<file path="src/flappy_pkg.sv">
`default_nettype none

package flappy_pkg;

   typedef logic [9:0]  coord_t;     // scan or object coordinate
   typedef logic [15:0] rgb565_t;
   typedef logic [2:0]  pipe_len_t;  // top segment in 32 px units, 2..7

   // screen
   localparam coord_t H_VALID  = 10'd640;
   localparam coord_t V_VALID  = 10'd480;
   localparam coord_t GROUND_Y = 10'd352;
   localparam coord_t FLOOR_Y  = 10'd420;  // bird dies below this

   // sprites and motion
   localparam coord_t BIRD_SIZE   = 10'd32;
   localparam coord_t PIPE_W      = 10'd32;
   localparam coord_t PIPE_UNIT   = 10'd32;
   localparam coord_t HEAD_H      = 10'd16;
   localparam coord_t GAP_UNITS   = 10'd6;
   localparam coord_t PIPE_WRAP_X = 10'd608;
   localparam coord_t PIPE_STEP   = 10'd2;
   localparam coord_t FALL_STEP   = 10'd2;
   localparam coord_t SIDE_STEP   = 10'd5;

   // game over banner, inclusive bounds
   localparam coord_t BANNER_X0 = 10'd191;
   localparam coord_t BANNER_X1 = 10'd446;
   localparam coord_t BANNER_Y0 = 10'd207;
   localparam coord_t BANNER_Y1 = 10'd270;

   localparam rgb565_t COL_SKY    = 16'h4e19;
   localparam rgb565_t COL_GROUND = 16'hd5a8;
   localparam rgb565_t COL_BIRD   = 16'hffe0;
   localparam rgb565_t COL_PIPE   = 16'h07e0;
   localparam rgb565_t COL_HEAD   = 16'h0400;
   localparam rgb565_t COL_BANNER = 16'hf800;

   typedef enum logic [3:0] {
      FALL_0, FALL_1, FALL_2, FALL_3, FALL_4, FALL_5, FALL_6, FALL_7,
      RISE_0, RISE_1, RISE_2, RISE_3, RISE_4, RISE_5, RISE_6, RISE_7
   } bird_state_e;

   // rise amount per phase, entry 0 is the first frame after a flap
   localparam logic [7:0][4:0] RISE_STEP = {
      5'd1, 5'd2, 5'd4, 5'd6, 5'd8, 5'd12, 5'd16, 5'd20
   };

   typedef struct packed {
      logic run;      // game advancing
      logic flap_n;
      logic left_n;
      logic right_n;
   } player_ctrl_t;

   typedef struct packed {
      coord_t    x;
      pipe_len_t len;
   } pipe_t;

   typedef struct packed {
      coord_t x;
      coord_t y;
   } bird_pos_t;

   typedef struct packed {
      logic bird;
      logic pipe_body;
      logic pipe_head;
      logic ground;
      logic banner;
      logic collide;
   } layer_hits_t;

endpackage

`default_nettype wire
</file>
<file path="src/flappy_top.sv">
`timescale 1ns/10ps
`default_nettype none

module flappy_top
   import flappy_pkg::*;
(
   input  logic         vga_clk,
   input  logic         reset,
   input  logic         restart_n,
   input  coord_t       pix_x,
   input  coord_t       pix_y,
   input  player_ctrl_t ctrl,
   output rgb565_t      pix_data
);

   logic        game_reset_n;
   logic        frame_start;
   logic        finished;
   bird_pos_t   bird;
   pipe_t       pipe_a;
   pipe_t       pipe_b;
   layer_hits_t hits;

   assign game_reset_n = reset & restart_n;  // restart acts as a full reset

   bird_motion_fsm #(
      .BIRD_X0 (10'd303),
      .BIRD_Y0 (10'd223)
   ) u_bird (
      .vga_clk     (vga_clk),
      .reset       (game_reset_n),
      .frame_start (frame_start),
      .finished    (finished),
      .ctrl        (ctrl),
      .bird        (bird)
   );

   pipe_scroller #(
      .PIPE_A_X0 (10'd576),
      .PIPE_B_X0 (10'd305)
   ) u_pipes (
      .vga_clk     (vga_clk),
      .reset       (game_reset_n),
      .frame_start (frame_start),
      .finished    (finished),
      .run         (ctrl.run),
      .pipe_a      (pipe_a),
      .pipe_b      (pipe_b)
   );

   game_referee u_referee (
      .vga_clk  (vga_clk),
      .reset    (game_reset_n),
      .bird     (bird),
      .hits     (hits),
      .finished (finished)
   );

   pixel_compositor u_pixels (
      .vga_clk     (vga_clk),
      .reset       (game_reset_n),
      .pix_x       (pix_x),
      .pix_y       (pix_y),
      .bird        (bird),
      .pipe_a      (pipe_a),
      .pipe_b      (pipe_b),
      .finished    (finished),
      .frame_start (frame_start),
      .hits        (hits),
      .pix_data    (pix_data)
   );

endmodule

`default_nettype wire

</file>
<file path="src/pixel_compositor.sv">
`timescale 1ns/10ps
`default_nettype none

module pixel_compositor
   import flappy_pkg::*;
(
   input  logic        vga_clk,
   input  logic        reset,
   input  coord_t      pix_x,
   input  coord_t      pix_y,
   input  bird_pos_t   bird,
   input  pipe_t       pipe_a,
   input  pipe_t       pipe_b,
   input  logic        finished,
   output logic        frame_start,
   output layer_hits_t hits,
   output rgb565_t     pix_data
);

   logic [1:0] hit_a;  // {body, head}
   logic [1:0] hit_b;
   logic       bird_hit;
   logic       banner_hit;
   logic       ground_hit;

   // body and head test of one pipe column at (x, y)
   function automatic logic [1:0] pipe_hit(pipe_t p, coord_t x, coord_t y);
      coord_t top_end;
      coord_t bot_start;
      logic   in_col;
      logic   body;
      logic   head;
      top_end   = coord_t'(p.len) * PIPE_UNIT;
      bot_start = (coord_t'(p.len) + GAP_UNITS) * PIPE_UNIT;
      in_col    = (x >= p.x) && (x < p.x + PIPE_W);
      body = in_col && ((y < top_end) || ((y >= bot_start) && (y < V_VALID)));
      head = in_col && (((y >= top_end) && (y < top_end + HEAD_H)) ||
                        ((y >= bot_start - HEAD_H) && (y < bot_start)));
      return {body, head};
   endfunction

   assign frame_start = (pix_x == '0) && (pix_y == '0);

   assign hit_a = pipe_hit(pipe_a, pix_x, pix_y);
   assign hit_b = pipe_hit(pipe_b, pix_x, pix_y);

   assign bird_hit = (pix_x >= bird.x) && (pix_x < bird.x + BIRD_SIZE) &&
                     (pix_y >= bird.y) && (pix_y < bird.y + BIRD_SIZE);

   assign banner_hit = (pix_x >= BANNER_X0) && (pix_x <= BANNER_X1) &&
                       (pix_y >= BANNER_Y0) && (pix_y <= BANNER_Y1);

   assign ground_hit = (pix_y >= GROUND_Y) && (pix_y < V_VALID);

   always_ff @(posedge vga_clk or negedge reset) begin
      if (!reset) begin
         hits <= '0;
      end else begin
         hits.bird      <= bird_hit;
         hits.pipe_body <= hit_a[1] || hit_b[1];
         hits.pipe_head <= hit_a[0] || hit_b[0];
         hits.ground    <= ground_hit;
         hits.banner    <= banner_hit;
         hits.collide   <= bird_hit && (|hit_a || |hit_b);  // bird over any pipe part
      end
   end

   // layer priority, banner only after game end
   always_comb begin
      if (finished && hits.banner)
         pix_data = COL_BANNER;
      else if (hits.pipe_body)
         pix_data = COL_PIPE;
      else if (hits.pipe_head)
         pix_data = COL_HEAD;
      else if (hits.bird)
         pix_data = COL_BIRD;
      else if (hits.ground)
         pix_data = COL_GROUND;
      else
         pix_data = COL_SKY;
   end

endmodule

`default_nettype wire

</file>
<file path="src/game_referee.sv">
`timescale 1ns/10ps
`default_nettype none

module game_referee
   import flappy_pkg::*;
(
   input  logic        vga_clk,
   input  logic        reset,
   input  bird_pos_t   bird,
   input  layer_hits_t hits,
   output logic        finished
);

   logic out_of_bounds;

   // x wraps past 1023 when stepping left off screen, caught here too
   assign out_of_bounds = (bird.y > FLOOR_Y) || (bird.x > H_VALID);

   always_ff @(posedge vga_clk or negedge reset) begin
      if (!reset)
         finished <= 1'b0;
      else if (hits.collide || out_of_bounds)
         finished <= 1'b1;  // sticky until restart
   end

   // game stays over until reset
   a_finish_sticky: assert property (
      @(posedge vga_clk) disable iff (!reset)
      finished |=> finished
   );

endmodule

`default_nettype wire

</file>
<file path="src/pipe_scroller.sv">
`timescale 1ns/10ps
`default_nettype none

module pipe_scroller
   import flappy_pkg::*;
#(
   parameter coord_t PIPE_A_X0 = 10'd576,
   parameter coord_t PIPE_B_X0 = 10'd305
) (
   input  logic  vga_clk,
   input  logic  reset,
   input  logic  frame_start,
   input  logic  finished,
   input  logic  run,
   output pipe_t pipe_a,
   output pipe_t pipe_b
);

   logic advance;

   // one frame step for a single pipe column
   function automatic pipe_t scroll(pipe_t p);
      pipe_t n;
      n = p;
      if (p.x > PIPE_STEP) begin
         n.x = p.x - PIPE_STEP;
      end else begin
         n.x = PIPE_WRAP_X;  // back in at the right edge
         n.len = (p.len == 3'd7) ? 3'd2 : p.len + 3'd1;
      end
      return n;
   endfunction

   assign advance = frame_start && run && !finished;

   always_ff @(posedge vga_clk or negedge reset) begin
      if (!reset) begin
         pipe_a.x   <= PIPE_A_X0;
         pipe_a.len <= 3'd3;
         pipe_b.x   <= PIPE_B_X0;
         pipe_b.len <= 3'd5;
      end else if (advance) begin
         pipe_a <= scroll(pipe_a);
         pipe_b <= scroll(pipe_b);
      end
   end

   // lengths 0 and 1 would leave no top body
   a_len_legal: assert property (
      @(posedge vga_clk) disable iff (!reset)
      (pipe_a.len inside {[3'd2:3'd7]}) && (pipe_b.len inside {[3'd2:3'd7]})
   );

endmodule

`default_nettype wire

</file>
<file path="src/bird_motion_fsm.sv">
`timescale 1ns/10ps
`default_nettype none

module bird_motion_fsm
   import flappy_pkg::*;
#(
   parameter coord_t BIRD_X0 = 10'd303,
   parameter coord_t BIRD_Y0 = 10'd223
) (
   input  logic         vga_clk,
   input  logic         reset,
   input  logic         frame_start,
   input  logic         finished,
   input  player_ctrl_t ctrl,
   output bird_pos_t    bird
);

   bird_state_e state;
   bird_state_e state_nxt;
   coord_t      x_nxt;
   coord_t      y_nxt;
   logic        advance;

   assign advance = frame_start && ctrl.run && !finished;  // once per frame

   // vertical motion
   always_comb begin
      if (state >= RISE_0) begin
         y_nxt = bird.y - coord_t'(RISE_STEP[state[2:0]]);
         if (state == RISE_7)
            state_nxt = FALL_0;
         else
            state_nxt = bird_state_e'(state + 4'd1);
      end else begin
         y_nxt = bird.y + FALL_STEP;  // falls even on the flap frame
         if (!ctrl.flap_n)
            state_nxt = RISE_0;
         else if (state == FALL_7)
            state_nxt = FALL_7;
         else
            state_nxt = bird_state_e'(state + 4'd1);
      end
   end

   // horizontal, left wins over right
   always_comb begin
      if (!ctrl.left_n)
         x_nxt = bird.x - SIDE_STEP;
      else if (!ctrl.right_n)
         x_nxt = bird.x + SIDE_STEP;
      else
         x_nxt = bird.x;
   end

   always_ff @(posedge vga_clk or negedge reset) begin
      if (!reset) begin
         state  <= FALL_0;
         bird.x <= BIRD_X0;
         bird.y <= BIRD_Y0;
      end else if (advance) begin
         state  <= state_nxt;
         bird.x <= x_nxt;
         bird.y <= y_nxt;
      end
   end

   // frame_start comes from the compositor scan decode
   a_state_on_frame: assert property (
      @(posedge vga_clk) disable iff (!reset)
      !frame_start |=> $stable(state)
   );

endmodule

`default_nettype wire

</file>
<file path="config.mk">
export PLATFORM = sky130hd
export DESIGN_NAME = flappy_top
export DESIGN_NICKNAME = d
export VERILOG_FILES = /design/src/flappy_pkg.sv /design/src/flappy_top.sv /design/src/pixel_compositor.sv /design/src/game_referee.sv /design/src/pipe_scroller.sv /design/src/bird_motion_fsm.sv
export SDC_FILE = /design/constraint.sdc
export NUM_CORES = 1
export LEC_CHECK = 0
export ABC_AREA = 0
export BUFFER_PORTS_ARGS = -buffer_cell sky130_fd_sc_hd__clkbuf_2
export CORE_MARGIN = 2
export CORE_UTILIZATION = 65
export DETAILED_ROUTE_END_ITERATION = 6
export GPL_ROUTABILITY_DRIVEN = 1
export PLACE_DENSITY = 0.85
export REMOVE_ABC_BUFFERS = 1
export SLEW_MARGIN = 20
export SYNTH_ARGS = -nofsm -noshare
export SYNTH_HDL_FRONTEND = slang
export SYNTH_SLANG_ARGS = --single-unit
</file>
<file path="constraint.sdc">
create_clock -name vga_clk -period 3.7 [get_ports vga_clk]
set_input_delay 0.555 -clock vga_clk [delete_from_list [all_inputs] [get_ports vga_clk]]
set_output_delay 0.555 -clock vga_clk [all_outputs]
set_load 0.005 [all_outputs]
</file>
==> Word-level counts from Yosys, hierarchy flattened <==
Memories as Yosys holds them, arrays and structs flattened.
Index checks and enable logic that the tools add are counted.
{ "word_totals": {"inputBits": 27, "regBits": 57, "n_memories": 1, "output_inout_bits": 16, "rom_bits": 40, "elab_cells": 132} }
{ "memory_table": {"columns": ["memory", "words", "width", "rd", "rd_ports_with_merged_regs", "wr", "line", "text"], "rows": [
  ["(name not given)", 8, 5, 1, 0, 0, "bird_motion_fsm.sv:29", "y_nxt = bird.y - coord_t'(RISE_STEP[state[2:0]]);"]
]} }
{ "classes": {"n_lt_le_gt_ge": 32, "eq_ne": 5, "muxes": 17, "bitwise": 3, "addsub": 19, "reduce_logical": 41} }
{ "op_table": {"columns": ["cell", "n"], "rows": [
  ["$ge 10x10->1", 8],
  ["$lt 10x10->1", 8],
  ["$mux 16", 5],
  ["$mux 10", 5],
  ["$add 10x6->10 const B", 4],
  ["$logic_and 1x1->1", 24],
  ["$ge 10x8->1", 2],
  ["$ge 10x8->1 const B", 2],
  ["$gt 10x2->1 const B", 2],
  ["$le 10x9->1 const B", 2],
  ["$logic_not 10->1", 2],
  ["$lt 10x8->1", 2],
  ["$sub 10x2->10 const B", 2],
  ["$sub 10x5->10 const B", 2],
  ["$add 8x5->9 const B", 2],
  ["$mux 4", 4],
  ["$add 10x2->10 const B", 1],
  ["$add 10x3->10 const B", 1],
  ["$ge 10x9->1 const B", 1],
  ["$gt 10x10->1 const B", 1],
  ["$gt 10x9->1 const B", 1],
  ["$lt 10x9->1 const B", 1],
  ["$sub 10x3->10 const B", 1],
  ["$sub 10x5->10", 1],
  ["other kinds (17)", 33]
]} }

==> Longest topological paths before layout <==
Gate-level depths: netlist of the first run.
{ "logic_depth": {"ltp_word": 9, "ltp_mapped": 12, "depth_no_buf": 12} }

==> Hierarchy <==
A second synthesis of the first run with hierarchy kept.
{ "hier_totals": {"cells_unflattened": 719, "hier_area_um2": 6237.2} }
{ "modules_own_cells": {"columns": ["mod", "seq_area_each_um2", "cells_each", "area_each_um2", "instances"], "rows": [
  ["pixel_compositor", 150.1, 376, 2925.3, 1],
  ["bird_motion_fsm", 616.8, 205, 1859.3, 1],
  ["pipe_scroller", 638.1, 127, 1347.5, 1],
  ["game_referee", 25.0, 10, 98.8, 1],
  ["flappy_top", 0.0, 1, 6.3, 1]
]} }

==> Worst setup path before layout of the first run <==
No wires, ideal clock.
{ "synth_path": {"path_type": "register to register", "startpoint": "register u_pipes.pipe_b[2] (netlist name)", "endpoint": "register u_pixels.hits[0] (netlist name)", "path_slack_ps": 1179, "period_less_slack_ps": 2521, "required_time_ps": 3566, "n_path_buf": 0, "stages_incl_launch_ff": 11, "setup_time_ps": 134, "arrival_ps": 2387, "path_cell_list": "dfstp_2 -> inv_1 -> ha_1 -> ha_1 -> nand2_1 -> nor2_1 -> a2111oi_0 -> o41ai_1 -> a22o_1 -> a22oi_1 -> a31oi_1"} }
{ "synth_between": {"elab_chain_cells": 9, "word_cells_on_any_way": 19, "cone_classes": "3 x add/sub; 6 x order compare; 10 x reduce/logical"} }
{ "synth_lines": {"columns": ["element", "line", "text"], "rows": [
  ["$add 3x3->4", "pixel_compositor.sv:34", "bot_start = (coord_t'(p.len) + GAP_UNITS) * PIPE_UNIT;"],
  ["$sub 10x5->10", "pixel_compositor.sv:38", "((y >= bot_start - HEAD_H) && (y < bot_start)));"],
  ["$ge 10x10->1", "pixel_compositor.sv:38", null],
  ["$logic_and 1x1->1", "pixel_compositor.sv:38", null],
  ["$logic_or 1x1->1", "pixel_compositor.sv:37", "head = in_col && (((y >= top_end) && (y < top_end + HEAD_H)) ||"],
  ["$logic_and 1x1->1", "pixel_compositor.sv:37", null],
  ["$reduce_or 2->1 (*)", "pixel_compositor.sv:64", "hits.collide <= bird_hit && (|hit_a || |hit_b);"],
  ["$logic_or 1x1->1 (*)", "pixel_compositor.sv:64", null],
  ["$logic_and 1x1->1 (*)", "pixel_compositor.sv:64", null]
]} }
Mark *: on every way between the ends. The rest lies on a longest branch, timed or not.
A chain may end at the register's enable or synchronous reset.

==> Final worst setup path of the first run <==
{ "layout_path": {"startpoint": "register u_pipes.pipe_b[1] (netlist name)", "endpoint": "register u_pixels.hits[0] (netlist name)"} }
{ "layout_between": {"elab_chain_cells": 9, "word_cells_on_any_way": 19, "cone_classes": "3 x add/sub; 6 x order compare; 10 x reduce/logical"} }
{ "layout_lines": {"columns": ["element", "line"], "rows": [
  ["$add 3x3->4", "pixel_compositor.sv:34"],
  ["$sub 10x5->10", "pixel_compositor.sv:38"],
  ["$ge 10x10->1", "pixel_compositor.sv:38"],
  ["$logic_and 1x1->1", "pixel_compositor.sv:38"],
  ["$logic_or 1x1->1", "pixel_compositor.sv:37"],
  ["$logic_and 1x1->1", "pixel_compositor.sv:37"],
  ["$reduce_or 2->1 (*)", "pixel_compositor.sv:64"],
  ["$logic_or 1x1->1 (*)", "pixel_compositor.sv:64"],
  ["$logic_and 1x1->1 (*)", "pixel_compositor.sv:64"]
]} }
Marked as above.

==> results of run 1 <==
## per-layer routing
| metal | GRT usage [%] | vias to the layer above | part of all wire (%) |
|---|---|---|---|
| met5 | 0 | - | 0 |
| met4 | 8.535 | 0 | 2.4 |
| met3 | 3.688 | 32 | 5.0 |
| met2 | 50.00 | 173 | 49 |
| met1 | 36.35 | 2434 | 43 |
| li1 | - | 2505 | - |
## flip-flops by register name, indices dropped and copies added, names as in the netlist
register,count
u_pipes.pipe_b,13
u_referee.finished,1
u_bird.bird,20
u_pipes.pipe_a,12
u_pixels.hits,6
u_bird.state,4
## critical path: stages, from the launching register on
cell,delay (ns)
sky130_fd_sc_hd__dfrtp_1,0.51
sky130_fd_sc_hd__inv_1,0.11
sky130_fd_sc_hd__ha_1,0.35
sky130_fd_sc_hd__ha_1,0.28
sky130_fd_sc_hd__nand2_1,0.09
sky130_fd_sc_hd__nor2_1,0.05
sky130_fd_sc_hd__a2111oi_0,0.66
sky130_fd_sc_hd__o41ai_1,0.19
sky130_fd_sc_hd__a22o_1,0.22
sky130_fd_sc_hd__a22oi_1,0.20
sky130_fd_sc_hd__a31oi_1,0.11
## how the worst max path moves through the flow
stage	to	slack, ns	cells after the start
final	u_pixels.hits[0]	0.81	10
after global routing	u_pixels.hits[0]	0.47	10
after CTS	u_pixels.hits[0]	0.81	10
after detailed placement	u_pixels.hits[0]	0.82	10
after global placement	u_pixels.hits[0]	0.99	10
after floorplan	u_pixels.hits[0]	1.18	10
## layout by cell type (no fill, tap or decap), types with 6 or more instances in the layout
master                     instances
sky130_fd_sc_hd__a21o_1            7
sky130_fd_sc_hd__a21oi_1          42
sky130_fd_sc_hd__a31oi_1           8
sky130_fd_sc_hd__clkbuf_2         40
sky130_fd_sc_hd__clkbuf_8          6
sky130_fd_sc_hd__dfrtp_1          33
sky130_fd_sc_hd__dfstp_2          23
sky130_fd_sc_hd__ha_1            121
sky130_fd_sc_hd__inv_1            72
sky130_fd_sc_hd__nand2_1          50
sky130_fd_sc_hd__nand2b_1         11
sky130_fd_sc_hd__nand3_1          27
sky130_fd_sc_hd__nand4_1          10
sky130_fd_sc_hd__nor2_1           39
sky130_fd_sc_hd__nor2b_1          15
sky130_fd_sc_hd__nor3_1           18
sky130_fd_sc_hd__nor4_1           11
sky130_fd_sc_hd__o21a_1            8
sky130_fd_sc_hd__o21ai_0          63
sky130_fd_sc_hd__xnor2_1          34
sky130_fd_sc_hd__xor2_1            9
## area by class of cell
| type | count | area [µm²] |
|---|---|---|
| clock inverters | 1 | 7.507 |
| multi-input cells | 545 | 4066 |
| inverters | 72 | 270.3 |
| fillers | 665 | 2510 |
| repair buffers | 42 | 215.2 |
| well taps | 108 | 135.1 |
| flip-flops and latches | 56 | 1430 |
| clock buffers | 7 | 86.33 |
## where the power goes
part / total (mW) / internal [mW] / switching (mW) / leakage [nW]
Combinational: 0.215 / 0.0859 / 0.129 / 2.30
Sequential: 0.617 / 0.615 / 0.00193 / 0.640
Clock: 0.360 / 0.153 / 0.207 / 0.0445
## Yosys cell counts, types with 6 or more instances
library cell	n	share of area, %
sky130_fd_sc_hd__a21o_1	7	0.90
sky130_fd_sc_hd__a21oi_1	42	3.6
sky130_fd_sc_hd__a31oi_1	8	0.85
sky130_fd_sc_hd__buf_4	6	0.77
sky130_fd_sc_hd__clkbuf_1	7	0.45
sky130_fd_sc_hd__dfrtp_1	33	14
sky130_fd_sc_hd__dfstp_2	23	10
sky130_fd_sc_hd__ha_1	121	26
sky130_fd_sc_hd__inv_1	72	4.6
sky130_fd_sc_hd__nand2_1	50	3.2
sky130_fd_sc_hd__nand2b_1	11	1.2
sky130_fd_sc_hd__nand3_1	27	2.3
sky130_fd_sc_hd__nand4_1	10	1.1
sky130_fd_sc_hd__nor2_1	39	2.5
sky130_fd_sc_hd__nor2b_1	15	1.6
sky130_fd_sc_hd__nor3_1	18	1.5
sky130_fd_sc_hd__nor4_1	11	1.2
sky130_fd_sc_hd__o21a_1	8	1.0
sky130_fd_sc_hd__o21ai_0	63	5.4
sky130_fd_sc_hd__xnor2_1	34	5.1
sky130_fd_sc_hd__xor2_1	9	1.3
## cell families (layout without fill, tap and decap cells)
logic type               Yosys count  in the layout  share of synthesized area, %
AND/OR/NAND/NOR                  208            208                         18.56
flip-flops                        56             56                         24.38
buffers and inverters             89            122                         6.378
other                              1              2                       0.06393
AO/OA/AOI/OAI                    165            165                         16.98
adder cells (fa/ha/maj)          124            124                         26.66
XOR/XNOR                          43             43                         6.421
multiplexers                       3              3                        0.5546
## through the flow
step | setup WS, ns | instances
6_report | 0.8069 | 831
4_1_cts | 0.8051 | 831
3_5_place_dp | 0.8232 | 823
3_3_place_gp | 0.9860 | 823
5_1_grt | 0.4666 | 831
2_1_floorplan | 1.179 | 673
==> insert_results.sql, run 1 <==
INSERT INTO impl_metrics (metric_group, metric, value, unit) VALUES
('critical_path', 'cp-startpoint', 'u_pipes.pipe_b[1]', ''),
('critical_path', 'worst-r2r-setup-slack', '0.81', 'ns'),
('synthesis', 'synth_sequential_area_ratio', '24.38', '%'),
('clock_tree', 'clkLatencyLatePin', '0.32', 'ns'),
('clock_tree', 'h_tree_depth_reported_by_cts', '2', ''),
('final_layout', 'diodes', '0', ''),
('synthesis', 'synth_cell_types', '62', ''),
('route', 'postRouteWirelength', '13510', 'µm'),
('synthesis', 'synth_area_per_cell', '8.513', 'µm²'),
('sta', 'fin_setup_tns', '0', 'ns'),
('clock_tree', 'cts_hold_repair.buffers', '0', ''),
('synthesis', 'seq_cells_post_synth', '56', ''),
('hold_path', 'hp-class', 'in -> async', ''),
('critical_path', 'critPathLaunchType', 'register', ''),
('sta', 'setup_repair_after_global_routing_missed_its_margin', 'false', ''),
('clock_tree', 'tritoncts_clock_tree', 'built', ''),
('route', 'drt_iter0_markers', '190', ''),
('clock_tree', 'cts_made_buffers', '5', ''),
('sta', 'max_freq', '345.7', 'MHz'),
('sta', 'worst_hold_slack', '0.4255', 'ns'),
('clock_tree', 'cts-root-to-sink-buffers', '2', ''),
('grt', 'grt_use_total', '28.41', '%'),
('critical_path', 'endpoint_kind', 'register', ''),
('place', 'detailed_place.area', '6117', 'µm²'),
('place', 'port-buffer-count', '40', ''),
('die', 'top_level_ports', '43', ''),
('critical_path', 'arrival', '3.09', 'ns'),
('power', 'total_power_consumption', '1.191', 'mW'),
('sta', 'slew_worst_pin', '0.8644', 'ns'),
('route', 'route.detailed.wl_per_inst', '16.26', 'µm'),
('route', 'post_drt_via_cell_ratio', '6.190', ''),
('job', 'timing.max_cap.violations', '0', ''),
('final_layout', 'layout-drive-gt1-share', '11.48', '%'),
('clock_tree', 'clkSinkCount', '56', ''),
('sta', 'hold_viol', '0', ''),
('critical_path', 'top_fanout_value_on_the_critical_path', '7', ''),
('die', 'dieWidth', '99.00', 'µm'),
('die', 'fp-row-count', '34', ''),
('route', 'drtPass1Iterations', '5', ''),
('synthesis', 'ys.warnings.count', '0', ''),
('grt', 'first_pass_grt_wire_length', '23090', 'µm'),
('sta', 'setup-violations-final', '0', ''),
('clock_tree', 'clkTransAtPathRegs', '0.10', 'ns'),
('power', 'p_per_area', '191.8', 'nW/µm²'),
('power', 'ir_drop', '0.2147', 'mV'),
('clock_tree', 'post_cts_buffers', '0', ''),
('route', 'dr_total_vias', '5144', ''),
('power', 'cellLeakagePower', '2.984', 'nW'),
('critical_path', 'crit-reg2reg-launch', 'u_pipes.pipe_b[1]', ''),
('place', 'gp_congestion', '0.8828', ''),
('route', 'detail-route-antenna-nets', '0', ''),
('grt', 'first_global_vias', '5014', ''),
('synthesis', 'synth_edf_count', '0', ''),
('die', 'fp.coreArea', '8721', 'µm²'),
('die', 'floorplan.initialDensity', '67.26', '%'),
('final_layout', 'layout.cell_area.non_filler', '6211', 'µm²'),
('clock_tree', 'clock_tree.root_cell', 'sky130_fd_sc_hd__clkbuf_8', ''),
('grt', 'grt_overflow', '0', ''),
('synthesis', 'netlist_instances', '689', ''),
('clock_tree', 'cts.repair.resized', '0', ''),
('sta', 'final_max_slew_viol_count', '0', ''),
('run_status', 'status', 'completed', ''),
('sta', 'max-slew-margin-rel', '40.88', '%'),
('final_layout', 'finish.net_count', '872', ''),
('die', 'floorplan.die_area', '9800', 'µm²'),
('sta', 'fin_crit', '2.893', 'ns'),
('sta', 'final.setup_skew', '0.005823', 'ns'),
('critical_path', 'worstPathRequired', '3.89', 'ns'),
('route', 'drc_errors', '0', ''),
('grt', 'maximum_number_of_pins_on_one_net_before_global_route_repair', '33', ''),
('die', 'chipHeight', '99.00', 'µm'),
('critical_path', 'critPathKind', 'reg -> reg', ''),
('place', 'dp_hpwl', '10610', 'µm'),
('synthesis', 'netlist_area', '5866', 'µm²'),
('grt', 'antenna_found_initial', '0', ''),
('final_layout', 'layout_overhead_on_the_synthesized_area', '5.887', '%'),
('synthesis', 'async_set_or_reset_flop_fraction_in_the_synthesized_netlist', '100.0', '%'),
('final_layout', 'fin_util', '71.22', '%'),
('synthesis', 'synthFlopType', 'sky130_fd_sc_hd__dfrtp_1', ''),
('critical_path', 'timing.rr.end', 'u_pixels.hits[0]', ''),
('critical_path', 'reg2regPathDepth', '10', ''),
('sta', 'final_min_period_over_clock_period', '78.19', '%');
Note: power is estimated with default switching activity, not from simulation.
==> inputs of run 2 (changes only) <==
--- a/config.mk
+++ b/config.mk
@@ -8,10 +8,10 @@
 export ABC_AREA = 0
 export BUFFER_PORTS_ARGS = -buffer_cell sky130_fd_sc_hd__clkbuf_2
 export CORE_MARGIN = 2
-export CORE_UTILIZATION = 65
+export CORE_UTILIZATION = 56
 export DETAILED_ROUTE_END_ITERATION = 6
 export GPL_ROUTABILITY_DRIVEN = 1
-export PLACE_DENSITY = 0.85
+export PLACE_DENSITY = 0.78
 export REMOVE_ABC_BUFFERS = 1
 export SLEW_MARGIN = 20
 export SYNTH_ARGS = -nofsm -noshare
==> constraint.sdc (replaced) <==
create_clock -name vga_clk -period 2.4 [get_ports vga_clk]
set_input_delay 0.36 -clock vga_clk [delete_from_list [all_inputs] [get_ports vga_clk]]
set_output_delay 0.36 -clock vga_clk [all_outputs]
set_load 0.005 [all_outputs]
==> run 2 against run 1 <==
The flow now finishes with violations (negative setup slack). Largest cell class unchanged. Via count increased by 3.9%. Utilization decreased by 3.9 points. Count of clock-buffer cells in the layout unchanged. Sequential share of layout area decreased by 2.3 points. Flip-flop and latch count unchanged. Combinational power increased by 77%. Global-route usage decreased by 1.8 points. Non-clock buffer count increased by 55. Worst hold slack got worse by 0.27 ns. Wire length increased by 10%. First-iteration DRC count increased by 38%.
==> insert_results.sql, run 2 (same netlist as run 1, synthesis figures left out) <==
INSERT INTO impl_metrics (metric_group, metric, value, unit) VALUES
('place', 'port-buffer-count', '40', ''),
('critical_path', 'top_fanout_value_on_the_critical_path', '3', ''),
('final_layout', 'registers.top_by_ff_count', 'u_bird.bird', ''),
('power', 'p_clk_share', '28.6', '%'),
('clock_tree', 'tritoncts_clock_tree', 'built', ''),
('job', 'timing.max_cap.violations', '0', ''),
('grt', 'grt_overflow', '0', ''),
('power', 'share_seq_of_total_power', '51.0', '%'),
('die', 'fp-row-count', '37', ''),
('clock_tree', 'clkTransAtPathRegs', '0.10', 'ns'),
('grt', 'grt_use_total', '26.61', '%'),
('grt', 'first_pass_grt_wire_length', '24810', 'µm'),
('final_layout', 'fin_util', '67.36', '%'),
('sta', 'worst_hold_slack', '0.1517', 'ns'),
('sta', 'final.setup_skew', '0.005518', 'ns'),
('route', 'drc_errors', '0', ''),
('power', 'swShare', '29.27', '%'),
('power', 'share_comb_of_total_power', '20.4', '%'),
('power', 'cellLeakagePower', '3.259', 'nW'),
('sta', 'final_min_period_over_clock_period', '100.7', '%'),
('sta', 'setup_repair_after_global_routing_missed_its_margin', 'true', ''),
('die', 'floorplan.initialDensity', '57.33', '%'),
('clock_tree', 'h_tree_depth_reported_by_cts', '2', ''),
('clock_tree', 'cts_made_buffers', '5', ''),
('route', 'post_drt_via_cell_ratio', '5.847', ''),
('grt', 'peak_usage_layer_in_the_global_routing_report', 'met2', ''),
('grt', 'grt_use_met2', '47.44', '%'),
('power', 'switching_power', '0.5457', 'mW'),
('final_layout', 'layout_overhead_on_the_synthesized_area', '17.49', '%'),
('critical_path', 'arrival', '2.66', 'ns'),
('die', 'top_level_ports', '43', ''),
('grt', 'global_route.usage.met1', '32.88', '%'),
('clock_tree', 'clkLatencyLatePin', '0.32', 'ns'),
('critical_path', 'critical_path.n_buffers_inverters', '1', ''),
('critical_path', 'cp_cell_instances', 'ha_4, nand3_2, xnor2_1, ha_1, and4_1, and3b_1, nor4_2, buf_4, a22oi_2, a31oi_1', ''),
('route', 'route.detailed.wl_per_inst', '16.29', 'µm'),
('critical_path', 'endpoint_kind', 'register', ''),
('route', 'dr_total_vias', '5344', ''),
('critical_path', 'cp_slowest_stage_delay', '0.60', 'ns'),
('die', 'chipHeight', '106.3', 'µm'),
('die', 'floorplan.die_area', '11310', 'µm²'),
('final_layout', 'layout.cell_area.non_filler', '6892', 'µm²'),
('route', 'drt_iter0_markers', '263', ''),
('power', 'ir_drop', '0.1915', 'mV'),
('hold_path', 'hp-class', 'in -> async', ''),
('sta', 'max_freq', '413.7', 'MHz'),
('grt', 'grt_use_met3', '3.311', '%'),
('place', 'detailed_place.area', '6480', 'µm²'),
('sta', 'slew_worst_pin', '0.5978', 'ns'),
('place', 'dp_hpwl', '11540', 'µm'),
('sta', 'hold_viol', '0', ''),
('final_layout', 'largest_register_ffs', '20', ''),
('route', 'detail-route-antenna-nets', '0', ''),
('final_layout', 'nFillCells', '792', ''),
('final_layout', 'diodes', '0', ''),
('final_layout', 'top_regs', 'u_bird.bird: 20 flops, u_pipes.pipe_b: 13 flops, u_pipes.pipe_a: 12 flops', ''),
('power', 'total_power_consumption', '1.865', 'mW'),
('die', 'fp.coreArea', '10230', 'µm²'),
('clock_tree', 'cts-root-to-sink-buffers', '2', ''),
('critical_path', 'worstPathRequired', '2.64', 'ns'),
('sta', 'final_max_slew_viol_count', '0', ''),
('final_layout', 'layout-drive-gt1-share', '22.11', '%'),
('clock_tree', 'clkSinkCount', '56', ''),
('run_status', 'status', 'finished, violations left', ''),
('power', 'internal_power', '1.319', 'mW'),
('grt', 'maximum_number_of_pins_on_one_net_before_global_route_repair', '35', ''),
('critical_path', 'critPathLaunchType', 'register', ''),
('route', 'postRouteWirelength', '14890', 'µm'),
('critical_path', 'critPathKind', 'reg -> reg', ''),
('route', 'drtPass1Iterations', '5', ''),
('sta', 'max-slew-margin-rel', '60.15', '%'),
('sta', 'setup-violations-final', '1', ''),
('clock_tree', 'clock_tree.root_cell', 'sky130_fd_sc_hd__clkbuf_8', ''),
('grt', 'antenna_found_initial', '0', ''),
('final_layout', 'final_common_cell', 'sky130_fd_sc_hd__ha_1', ''),
('sta', 'setup_slack', '-0.01718', 'ns'),
('final_layout', 'layout_common_cells', 'sky130_fd_sc_hd__ha_1, sky130_fd_sc_hd__inv_1, sky130_fd_sc_hd__o21ai_0', ''),
('critical_path', 'cp_top_family', 'simple AND/OR/NAND/NOR gates', ''),
('die', 'dieWidth', '106.3', 'µm'),
('place', 'gp_congestion', '0.8898', ''),
('final_layout', 'finish.net_count', '927', ''),
('grt', 'first_global_vias', '5473', ''),
('run_status', 'violations', 'negative setup slack', ''),
('sta', 'fin_crit', '2.417', 'ns'),
('power', 'p_per_area', '270.6', 'nW/µm²'),
('critical_path', 'slowest_library_cell_on_the_worst_path', 'sky130_fd_sc_hd__dfstp_2', '');
==> run 2: cell types whose count changed in the layout (fill, tap and decap cells not counted), moves of 3 or more <==
cell,previous run,this run
sky130_fd_sc_hd__o21ai_1,0,3
sky130_fd_sc_hd__ha_1,121,111
sky130_fd_sc_hd__o21ai_0,63,59
sky130_fd_sc_hd__a21oi_1,42,38
sky130_fd_sc_hd__a21oi_2,0,4
sky130_fd_sc_hd__inv_1,72,68
sky130_fd_sc_hd__inv_2,0,4
sky130_fd_sc_hd__buf_4,2,54
sky130_fd_sc_hd__a2111oi_0,3,0
sky130_fd_sc_hd__ha_2,0,3
sky130_fd_sc_hd__ha_4,0,7
==> run 2: final cells by class <==
type / instances / area (µm²) / share of cell area (%)
multi-input cells: 545 / 4292 / 62.27
flip-flops and latches: 56 / 1430 / 20.75
repair buffers: 97 / 648.1 / 9.405
inverters: 72 / 270.3 / 3.922
well taps: 136 / 170.2 / 2.469
clock buffers: 7 / 76.32 / 1.107
clock inverters: 1 / 5.005 / 0.07262
==> run 2: path summary, 6_finish.rpt <==
kind / start / endpoint / slack, ns / cells after the start
setup / recovery: u_pipes.pipe_b[8] / u_pixels.hits[0] / -0.02 / 10
hold / removal: restart_n / u_bird.state[0] / 0.15 / 2
setup reg to reg: u_pipes.pipe_b[8] / u_pixels.hits[0] / -0.02 / 10
hold reg to reg: u_pixels.hits[0] / u_referee.finished / 0.48 / 2
max in group asynchronous: reset / u_pipes.pipe_b[2] / 1.58 / 3
min in group vga_clk: ctrl[2] / u_bird.state[3] / 0.42 / 4
==> run 2: through the flow <==
| stage | std cells | setup WS (ns) | TNS (ns) |
|---|---|---|---|
| floorplan | 673 | -0.1213 | -0.1900 |
| global placement | 893 | -0.09469 | -0.2570 |
| detailed placement | 893 | -0.2156 | -0.8614 |
| CTS | 904 | 0.004371 | 0 |
| global route | 914 | -0.1758 | -0.2656 |
| finish | 914 | -0.01718 | -0.01718 |
==> run 2: timing repair <==
action                     4_1_cts  5_1_grt
setup buffers                    3       10
resized for setup               12       39
pin swaps                        4       22
setup endpoints to repair        8       12
hold buffers                     0        0
==> run 2: routing by layer <==
metal  vias up  wire, µm
li1       2621         -
met1      2538      6392
met2       149      7541
met3        36       590
met4         0       365
met5         -         0
==> run 2: power groups by stage <==
| stage | Clock (mW) | Combinational (mW) | Sequential [mW] |
|---|---|---|---|
| 2_1_floorplan | 0 | 0.192 | 0.967 |
| 3_3_place_gp | 0 | 0.337 | 0.967 |
| 3_5_place_dp | 0 | 0.357 | 0.968 |
| 4_1_cts | 0.543 | 0.363 | 0.951 |
| 5_1_grt | 0.574 | 0.425 | 0.952 |
| 6_report | 0.534 | 0.380 | 0.951 |
